### src/verilog/irq_sleep_pkg.sv
//----------------------------------------------------------
// Shared constants and types for the interrupt and sleep
// controller. Interrupt lines are fixed at 32 and only lines
// 31..16, 11, 7 and 3 are implemented.
//----------------------------------------------------------

package irq_sleep_pkg;

  //----------------------------------------------------------
  // Interrupt lines
  //----------------------------------------------------------
  localparam int unsigned NUM_IRQ = 32;

  // Lines 31..16 plus 11, 7 and 3
  localparam logic [NUM_IRQ-1:0] VALID_IRQ_MASK = 32'hffff_0888;

  localparam int unsigned IRQ_ID_W = 5;

  typedef logic [NUM_IRQ-1:0]  irq_vec_t;
  typedef logic [IRQ_ID_W-1:0] irq_id_t;

  //----------------------------------------------------------
  // Instruction words
  //----------------------------------------------------------
  typedef logic [31:0] instr_t;

  localparam instr_t WFI_INSTR = 32'h1050_0073;

  // Custom encoding in the SYSTEM opcode space
  localparam instr_t WFE_INSTR = 32'h8c00_0073;

  // Consecutive writeback cycles before the core may sleep
  localparam int unsigned SLEEP_ENTRY_CYCLES = 3;

endpackage : irq_sleep_pkg
### src/verilog/irq_sleep_top.sv
//----------------------------------------------------------
// Interrupt and sleep controller top level. Both bus ports
// use req/gnt/rvalid with no back-pressure on responses.
// OUTSTANDING_CNT_W sets the width of both counters.
//----------------------------------------------------------

`timescale 1ns/100ps

module irq_sleep_top
  import irq_sleep_pkg::*;
#(
  parameter int unsigned OUTSTANDING_CNT_W = 4
) (
  input  logic     clk_i,
  input  logic     rst_ni,

  // Interrupts
  input  irq_vec_t irq_i,
  input  irq_vec_t mie_i,
  input  logic     mstatus_mie_i,

  // Instruction side bus
  input  logic     iside_req_i,
  input  logic     iside_gnt_i,
  input  logic     iside_rvalid_i,

  // Data side bus
  input  logic     dside_req_i,
  input  logic     dside_gnt_i,
  input  logic     dside_rvalid_i,

  // Writeback stage
  input  logic     wb_valid_i,
  input  instr_t   wb_instr_i,
  input  logic     wb_err_i,
  input  logic     wb_kill_i,
  input  logic     wu_wfe_i,

  output irq_vec_t mip_o,
  output logic     irq_ack_o,
  output irq_id_t  irq_id_o,
  output logic     core_sleep_o,
  output logic     wfi_retire_o
);

  logic irq_wake;
  logic iside_busy;
  logic dside_busy;
  logic bus_busy;

  irq_arbiter u_arbiter (
    .clk_i         (clk_i),
    .rst_ni        (rst_ni),
    .irq_i         (irq_i),
    .mie_i         (mie_i),
    .mstatus_mie_i (mstatus_mie_i),
    .mip_o         (mip_o),
    .irq_wake_o    (irq_wake),
    .irq_ack_o     (irq_ack_o),
    .irq_id_o      (irq_id_o)
  );

  //----------------------------------------------------------
  // Bus activity
  //----------------------------------------------------------

  bus_outstanding_cnt #(.CNT_W(OUTSTANDING_CNT_W)) u_iside_cnt (
    .clk_i    (clk_i),
    .rst_ni   (rst_ni),
    .req_i    (iside_req_i),
    .gnt_i    (iside_gnt_i),
    .rvalid_i (iside_rvalid_i),
    .busy_o   (iside_busy)
  );

  bus_outstanding_cnt #(.CNT_W(OUTSTANDING_CNT_W)) u_dside_cnt (
    .clk_i    (clk_i),
    .rst_ni   (rst_ni),
    .req_i    (dside_req_i),
    .gnt_i    (dside_gnt_i),
    .rvalid_i (dside_rvalid_i),
    .busy_o   (dside_busy)
  );

  // Either port blocks sleep
  assign bus_busy = iside_busy | dside_busy;

  wfi_sleep_ctrl u_sleep (
    .clk_i        (clk_i),
    .rst_ni       (rst_ni),
    .wb_valid_i   (wb_valid_i),
    .wb_instr_i   (wb_instr_i),
    .wb_err_i     (wb_err_i),
    .wb_kill_i    (wb_kill_i),
    .bus_busy_i   (bus_busy),
    .irq_wake_i   (irq_wake),
    .wu_wfe_i     (wu_wfe_i),
    .core_sleep_o (core_sleep_o),
    .wfi_retire_o (wfi_retire_o)
  );

endmodule : irq_sleep_top

### src/verilog/wfi_sleep_ctrl.sv
//----------------------------------------------------------
// WFI and WFE sleep model. The word must stay in writeback,
// unkilled and error free, for SLEEP_ENTRY_CYCLES cycles
// with both buses idle and no wake before the core sleeps.
// The WFE wake input counts only while a WFE is in writeback.
//----------------------------------------------------------

`timescale 1ns/100ps

module wfi_sleep_ctrl
  import irq_sleep_pkg::*;
(
  input  logic   clk_i,
  input  logic   rst_ni,

  // Writeback stage
  input  logic   wb_valid_i,
  input  instr_t wb_instr_i,
  input  logic   wb_err_i,
  input  logic   wb_kill_i,

  // Sleep blockers and wake sources
  input  logic   bus_busy_i,
  input  logic   irq_wake_i,
  input  logic   wu_wfe_i,

  output logic   core_sleep_o,
  output logic   wfi_retire_o
);

  // Number of delay stages behind the current writeback match
  localparam int unsigned HIST_W = SLEEP_ENTRY_CYCLES - 1;

  logic              wb_ok;
  logic              is_wfe;
  logic              in_wb;
  logic              wake;
  logic [HIST_W-1:0] in_wb_hist_q;
  logic              sleep_d;
  logic              sleep_q;

  //----------------------------------------------------------
  // Writeback decode
  //----------------------------------------------------------

  assign wb_ok  = wb_valid_i & ~wb_err_i & ~wb_kill_i;
  assign is_wfe = wb_ok & (wb_instr_i == WFE_INSTR);
  assign in_wb  = is_wfe | (wb_ok & (wb_instr_i == WFI_INSTR));

  assign wake = irq_wake_i | (wu_wfe_i & is_wfe);

  // Stage 0 is one cycle old, the top stage is the oldest
  always_ff @(posedge clk_i or negedge rst_ni) begin
    if (!rst_ni) begin
      in_wb_hist_q <= '0;
    end else begin
      in_wb_hist_q[0] <= in_wb;
      for (int i = 1; i < HIST_W; i++) begin
        in_wb_hist_q[i] <= in_wb_hist_q[i-1];
      end
    end
  end

  //----------------------------------------------------------
  // Sleep state
  //----------------------------------------------------------

  // Once asleep, staying in writeback holds the state
  assign sleep_d = in_wb & (sleep_q | in_wb_hist_q[HIST_W-1]) &
                   ~bus_busy_i & ~wake;

  always_ff @(posedge clk_i or negedge rst_ni) begin
    if (!rst_ni) begin
      sleep_q <= 1'b0;
    end else begin
      sleep_q <= sleep_d;
    end
  end

  assign core_sleep_o = sleep_q;

  // Retires in the cycle the wake is seen
  assign wfi_retire_o = in_wb & wake;

endmodule : wfi_sleep_ctrl

### src/verilog/bus_outstanding_cnt.sv
//----------------------------------------------------------
// Outstanding transaction counter for one bus port.
// A transaction is issued on req and gnt together and
// answered on rvalid. The count must stay below 2**CNT_W.
// Busy also covers the cycle after the last response.
//----------------------------------------------------------

`timescale 1ns/100ps

module bus_outstanding_cnt #(
  parameter int unsigned CNT_W = 4
) (
  input  logic clk_i,
  input  logic rst_ni,
  input  logic req_i,
  input  logic gnt_i,
  input  logic rvalid_i,
  output logic busy_o
);

  logic [CNT_W-1:0] cnt_q;
  logic             accept;
  logic             cnt_nz;
  logic             cnt_nz_q;

  assign accept = req_i & gnt_i;
  assign cnt_nz = (cnt_q != '0);

  // Accept and response in the same cycle leave the count alone
  always_ff @(posedge clk_i or negedge rst_ni) begin
    if (!rst_ni) begin
      cnt_q <= '0;
    end else if (accept && !rvalid_i) begin
      cnt_q <= cnt_q + 1'b1;
    end else if (rvalid_i && !accept) begin
      cnt_q <= cnt_q - 1'b1;
    end
  end

  // One cycle of history
  always_ff @(posedge clk_i or negedge rst_ni) begin
    if (!rst_ni) begin
      cnt_nz_q <= 1'b0;
    end else begin
      cnt_nz_q <= cnt_nz;
    end
  end

  assign busy_o = cnt_nz | cnt_nz_q;

endmodule : bus_outstanding_cnt

### src/verilog/irq_arbiter.sv
//----------------------------------------------------------
// Machine interrupt pending register and fixed priority
// arbiter. Priority is 31 down to 16, then 11, 3, 7.
// The ack is a one-cycle pulse and never repeats on
// back-to-back cycles. Reserved lines are masked on entry.
//----------------------------------------------------------

`timescale 1ns/100ps

module irq_arbiter
  import irq_sleep_pkg::*;
(
  input  logic     clk_i,
  input  logic     rst_ni,

  // External interrupt lines and CSR state
  input  irq_vec_t irq_i,
  input  irq_vec_t mie_i,
  input  logic     mstatus_mie_i,

  // Pending vector as seen by the CSR file
  output irq_vec_t mip_o,

  // Wake level for the sleep controller
  output logic     irq_wake_o,

  // Acknowledge towards the interrupt source
  output logic     irq_ack_o,
  output irq_id_t  irq_id_o
);

  irq_vec_t mip_q;
  irq_vec_t pend_en;
  logic     win_valid;
  irq_id_t  win_id;
  logic     ack_q;
  irq_id_t  id_q;

  //----------------------------------------------------------
  // Pending register
  //----------------------------------------------------------

  always_ff @(posedge clk_i or negedge rst_ni) begin
    if (!rst_ni) begin
      mip_q <= '0;
    end else begin
      mip_q <= irq_i & VALID_IRQ_MASK;
    end
  end

  assign mip_o = mip_q;

  // Pending and locally enabled, shared by arbitration and wake
  assign pend_en   = mip_q & mie_i;
  assign win_valid = |pend_en;

  //----------------------------------------------------------
  // Fixed priority selection
  //----------------------------------------------------------

  // Checked from lowest to highest priority so the last hit wins
  always_comb begin
    win_id = '0;
    if (pend_en[7]) begin
      win_id = irq_id_t'(7);
    end
    if (pend_en[3]) begin
      win_id = irq_id_t'(3);
    end
    if (pend_en[11]) begin
      win_id = irq_id_t'(11);
    end
    // Upper platform lines, higher index wins
    for (int i = 16; i < NUM_IRQ; i++) begin
      if (pend_en[i]) begin
        win_id = irq_id_t'(i);
      end
    end
  end

  //----------------------------------------------------------
  // Acknowledge pulse
  //----------------------------------------------------------

  always_ff @(posedge clk_i or negedge rst_ni) begin
    if (!rst_ni) begin
      ack_q <= 1'b0;
    end else begin
      // Low for one cycle after each ack
      ack_q <= win_valid & mstatus_mie_i & ~ack_q;
    end
  end

  // Id tracks the current winner whenever there is one
  always_ff @(posedge clk_i or negedge rst_ni) begin
    if (!rst_ni) begin
      id_q <= '0;
    end else if (win_valid) begin
      id_q <= win_id;
    end
  end

  assign irq_ack_o = ack_q;
  assign irq_id_o  = id_q;

  // Wake ignores the global enable
  assign irq_wake_o = win_valid;

endmodule : irq_arbiter

### config.mk
export PLATFORM = sky130hd
export DESIGN_NAME = irq_sleep_top
export DESIGN_NICKNAME = d
export VERILOG_FILES = /design/src/verilog/irq_sleep_pkg.sv /design/src/verilog/irq_sleep_top.sv /design/src/verilog/wfi_sleep_ctrl.sv /design/src/verilog/bus_outstanding_cnt.sv /design/src/verilog/irq_arbiter.sv
export SDC_FILE = /design/constraint.sdc
export NUM_CORES = 1
export LEC_CHECK = 0
export BUFFER_PORTS_ARGS = -buffer_cell sky130_fd_sc_hd__buf_2
export CORE_UTILIZATION = 39
export DETAILED_ROUTE_END_ITERATION = 12
export PLACE_DENSITY = 0.8
export SLEW_MARGIN = 20
export SYNTH_ARGS = -nofsm -noshare
export SYNTH_HDL_FRONTEND = slang
export SYNTH_SLANG_ARGS = --single-unit
### constraint.sdc
create_clock -name clk_i -period 2.31 [get_ports clk_i]
set_input_delay 0.231 -clock clk_i [delete_from_list [all_inputs] [get_ports clk_i]]
set_output_delay 0.231 -clock clk_i [all_outputs]
set_load 0.05 [all_outputs]
== Yosys cells after proc, flatten, opt, wreduce, memory -nomap -nowiden ==
Index checks and enable logic that the tools add are counted.
Word-level totals
  logic and storage cells: 76
  input bits: 109
  register bits after elaboration: 38
  output and inout bits: 40
Operators by class
  bitwise gates (word level): 25
  equality and inequality tests: 2
  reduce and logical (&&, ||, !) cells: 13
  muxes and demuxes: 23
  add/subtract/negate cells: 4
Operator list (count)
  $mux W5: 18
  $and A32 B32 Y32: 1
  $eq A32 B29 Y1 const B: 1
  $eq A32 B32 Y1 const B: 1
  $reduce_or A32 Y1: 1
  $mux W4: 4
  $and A1 B1 Y1: 13
  $add A4 B1 Y4 const B: 2
  $reduce_bool A4 Y1: 2
  $sub A4 B1 Y4 const B: 2
  $or A1 B1 Y1: 6
  $not A1 Y1: 5
  $logic_and A1 B1 Y1: 4
  $logic_not A1 Y1: 4
  $reduce_bool A2 Y1: 2
  $mux W3: 1

== Logic depth before layout (Yosys ltp) ==
  depth in word-level cells: 20
  depth in mapped cells: 9
  mapped depth without buffers: 9

== By module ==
From an unflattened synthesis, not the netlist that was laid out.
Second synthesis, totals
  cells, all modules: 185
  area total of the unflattened synthesis: 2006.9 sq um
Modules (own cells, without submodules)
  irq_arbiter: seq. area each 625.6 sq um, instances 1, area each 1071.0 sq um, cells an instance 92
  bus_outstanding_cnt: seq. area each 125.1 sq um, instances 2, area each 341.6 sq um, cells an instance 33
  wfi_sleep_ctrl: seq. area each 75.1 sq um, instances 1, area each 246.5 sq um, cells an instance 26
  irq_sleep_top: seq. area each 0.0 sq um, instances 1, area each 6.3 sq um, cells an instance 1

== Worst setup path before layout ==
No wires, ideal clock.
  kind: register to output
  start: register u_arbiter.mip_q[11], in the netlist u_arbiter.mip_o[11]
  end: output port wfi_retire_o
  stages on the path, launching flop included: 7
  arrival: 2171 ps
  data required time: 2079 ps
  slack: -92 ps
  buffers on the path: 1
  cells stage by stage: dfrtp_1 -> a222oi_1 -> inv_1 -> or4b_1 -> buf_2 -> a21oi_2 -> nor2b_1
Between the ends
  word-level cells in the longest chain between the ends: 4
RTL lines
  start, declared: RTL line irq_arbiter.sv:32  | irq_vec_t mip_q;
  start signal, assigned: RTL line irq_arbiter.sv:47  | mip_q <= irq_i & VALID_IRQ_MASK;
  $and A32 B32 Y32: RTL line irq_arbiter.sv:54  | assign pend_en = mip_q & mie_i;
  $reduce_or A32 Y1: RTL line irq_arbiter.sv:55  | assign win_valid = |pend_en;
  $or A1 B1 Y1: RTL line wfi_sleep_ctrl.sv:50  | assign wake = irq_wake_i | (wu_wfe_i & is_wfe);
  $and A1 B1 Y1: RTL line wfi_sleep_ctrl.sv:83  | assign wfi_retire_o = in_wb & wake;
  end, declared: RTL line irq_sleep_top.sv:43  | output logic wfi_retire_o
No other way between the ends.

== Worst setup path in the final report ==
  start: register u_arbiter.mip_q[25], in the netlist u_arbiter.mip_o[25]
  end: output port wfi_retire_o
Same word-level chain as after synthesis.

==> flow_metrics.env <==
export IMPL_violations="design-rule violations, negative setup slack"
export IMPL_nets=404
export IMPL_status="finished, violations left"
export IMPL_rows=24
export IMPL_io_pins=149
export IMPL_fp_dieArea_um2=4970
export IMPL_synth_seq_area_share_pct=52.0
export IMPL_fin_hold_ws_ps=27.0
export IMPL_firstDrtPassIters=8
export IMPL_synth_commonest_cells="dfrtp_1 (38), buf_4 (13), nand2_1 (12)"
export IMPL_p_comb_share_pct=30.6
export IMPL_synth_edf_count=0
export IMPL_grt_pass1_vias=1577
export IMPL_power_leakage_nw=1.30
export IMPL_cp_max_fo=2
export IMPL_final_area_um2=2620
export IMPL_synth_area_leader_cell="dfrtp_1"
export IMPL_worst_r2r_path_depth=6
export IMPL_power_switching_mw=0.659
export IMPL_synthCells=163
export IMPL_fill_cells=404
export IMPL_crit_path_start_kind="register"
export IMPL_cts_buffers=5
export IMPL_dp_slack_ps=76.6
export IMPL_drtIter0Drc=107
export IMPL_die_width_um=70.5
export IMPL_routed_via_density=4.96
export IMPL_regArea_um2=962
export IMPL_fmax_mhz=419
export IMPL_hpwlAfterDp_um=3440
export IMPL_post_route_util_pct=59.0
export IMPL_sw_frac_of_total_pct=32.2
export IMPL_layout_cells_non_filler=340
export IMPL_die_h_um=70.5
export IMPL_fin_worst_skew_ps=5.61
export IMPL_clk_pin_slew_ps=70
export IMPL_wl_um=4260
export IMPL_synth_area_per_cell_um2=11.2
export IMPL_timing_final_crit_share_pct=103
export IMPL_powerDensity_nw_per_um2=780
export IMPL_htreeDepth=2
export IMPL_hold_path_class="in -> async"
export IMPL_synthesis_area_um2=1830
export IMPL_synthArstFlopShare_pct=100
export IMPL_place_inst=325
export IMPL_critPathKind="reg -> out"
export IMPL_r2r_start="u_arbiter.mip_o[25]$_DFF_PN0_"
export IMPL_drc_errors=17
export IMPL_r2r_slack_ps=330
export IMPL_ys_ff_latch=38
export IMPL_cts_buffer_depth=2
export IMPL_synth_area_leaders="dfrtp_1 (52%), buf_4 (5.3%), ha_1 (4.1%)"
export IMPL_grt_usage_pct=17.7
export IMPL_final_hold_violation_count=0
export IMPL_n_antenna_cell=0
export IMPL_synth_top_area_share_pct=52.0
export IMPL_start_util_pct=41.1
export IMPL_drtAntennaViolNets=0
export IMPL_grt_util_met1_pct=20.4
export IMPL_wl_per_cell_um=12.5
export IMPL_busiest_layer="met2"
export IMPL_multi_input_area_um2=838
export IMPL_placed_area_um2=2410
export IMPL_timing_slew_headroom_pct=46.0
export IMPL_r2r_end="u_arbiter.irq_id_o[2]$_DFFE_PN0N_"
export IMPL_synth_distinct_cells=41
export IMPL_slew_viol_final=0
export IMPL_coreArea_um2=4440
export IMPL_total_power_mw=2.05
export IMPL_vdd_drop_max_mv=0.569
export IMPL_intPower_mw=1.39
export IMPL_worst_slew_pin_slew_ps=810
export IMPL_place_gp_congestion=0.766
export IMPL_yosys_warnings=0
export IMPL_maxCapViolations=0
export IMPL_crit_end="wfi_retire_o"
export IMPL_crit_start="u_arbiter.mip_o[25]$_DFF_PN0_"
export IMPL_worstSkewPairLatency_ps=290
export IMPL_synth_most_common_cell="dfrtp_1"
export IMPL_synth_main_ff_cell="dfrtp_1"
export IMPL_cts_tree="done"
export IMPL_p_seq_share_pct=42.8
export IMPL_grt_overflow_total=0
export IMPL_clkPwrFrac_pct=26.6
export IMPL_grt_use_met2_pct=31.0
export IMPL_fin_crit_ps=2390
export IMPL_syn_to_final_growth_pct=43.4
export IMPL_cp_end_kind="output pin"
export IMPL_cts_sinks=38
export IMPL_crit_arrival_ps=2160
export IMPL_grt_start_max_net_pins=39
export IMPL_vias=1688
export IMPL_rsz0062_at_grt="yes"
export IMPL_final_setup_viol_count=1
export IMPL_grtUsageMet3_pct=5.63
export IMPL_antenna_found_initial=0
export IMPL_finalSetupTns_ps=-77.2
export IMPL_drive_gt1_share_pct=50.0
export IMPL_ctsRootBufferMaster="clkbuf_8"
export IMPL_grt_pass1_wl_um=6790
export IMPL_fin_ws_ps=-77.2
export IMPL_port_buffers=109
export IMPL_crit_required_ps=2080
## layout make-up
| type | instances | area share, % |
|---|---|---|
| sequential | 38 | 36.7 |
| multi-input combinational | 117 | 32.0 |
| timing repair buffer | 119 | 23.9 |
| clock buffer | 7 | 2.91 |
| tap | 52 | 2.48 |
| clock inverter | 1 | 1.15 |
| inverter | 6 | 0.859 |
## placed cells by master (no fill, tap or decap), types with 3 or more instances in the layout
cell type and count:
clkbuf_8 5, nor4_1 3, inv_1 6, a22oi_1 7
dfrtp_1 29, nor4b_1 4, a31oi_1 4, buf_4 10
dfrtp_2 9, nor3_1 3, ha_1 6, conb_1 13
o21ai_0 7, a21oi_1 3, xnor2_1 6, a21o_1 3
nand2_1 12, nor2_1 8, and2_1 3, buf_2 108
nand4_1 3
## flip-flops by register name, summed over array words and instances, names as in the netlist
register	cells
u_sleep.in_wb_hist_q	2
u_sleep.core_sleep_o	1
u_arbiter.irq_id_o	5
u_dside_cnt.cnt_q	4
u_arbiter.mip_o	19
u_arbiter.irq_ack_o	1
u_iside_cnt.cnt_q	4
u_iside_cnt.cnt_nz_q	1
u_dside_cnt.cnt_nz_q	1
## how the worst min path moves through the flow
| stage | cells past startpoint | from | endpoint | slack, ps |
|---|---|---|---|---|
| after floorplan | 0 | rst_ni | u_arbiter.irq_ack_o$_DFF_PN0_ | -60 |
| after global placement | 0 | u_sleep.in_wb_hist_q[0]$_DFF_PN0_ | u_sleep.in_wb_hist_q[1]$_DFF_PN0_ | 330 |
| after detailed placement | 0 | u_sleep.in_wb_hist_q[0]$_DFF_PN0_ | u_sleep.in_wb_hist_q[1]$_DFF_PN0_ | 340 |
| after CTS | 1 | irq_i[19] | u_arbiter.mip_o[19]$_DFF_PN0_ | 30 |
| after global routing | 1 | irq_i[19] | u_arbiter.mip_o[19]$_DFF_PN0_ | 20 |
| final | 1 | rst_ni | u_arbiter.irq_id_o[4]$_DFFE_PN0N_ | 30 |
## repair_timing
| item | CTS | global route |
|---|---|---|
| endpoints found under the setup margin | 1 | 1 |
| resized for setup | 8 | 0 |
| hold buffers | 0 | 0 |
| buffers inserted | 5 | 2 |
| pin swaps | 6 | 3 |
## power groups by stage
| stage | Sequential (mW) | Combinational [mW] | Clock, mW |
|---|---|---|---|
| 2_1_floorplan | 0.956 | 0.367 | 0 |
| 3_5_place_dp | 0.887 | 0.613 | 0 |
| 3_3_place_gp | 0.882 | 0.585 | 0 |
| 6_report | 0.876 | 0.625 | 0.544 |
| 5_1_grt | 0.894 | 0.701 | 0.586 |
| 4_1_cts | 0.878 | 0.630 | 0.560 |
## worst max-delay path, cell delays in order, from the launching register on
cell and delay, ps:
dfrtp_2 420, a22o_4 270, nor4bb_4 290, or4b_4 530
a21oi_2 130, nor2b_1 70, buf_6 150
## cell families (layout without fill, tap and decap cells)
kind of cell | after synthesis | after routing | share of synthesized area [%]
compound gates | 36 | 36 | 13.9
xor+xnor | 8 | 8 | 3.83
fa+ha+maj | 8 | 8 | 6.30
buf+inv | 20 | 133 | 6.84
flops | 38 | 38 | 52.0
mux | 2 | 2 | 1.23
other cells | 1 | 13 | 0.205
simple gates | 50 | 50 | 15.7
## layer usage
layer	part of all wire, %	up-vias
met5	0	-
li1	-	821
met3	6.5	7
met4	1.1	0
met1	40	795
met2	52	65
(Power assumes the default switching activity.)
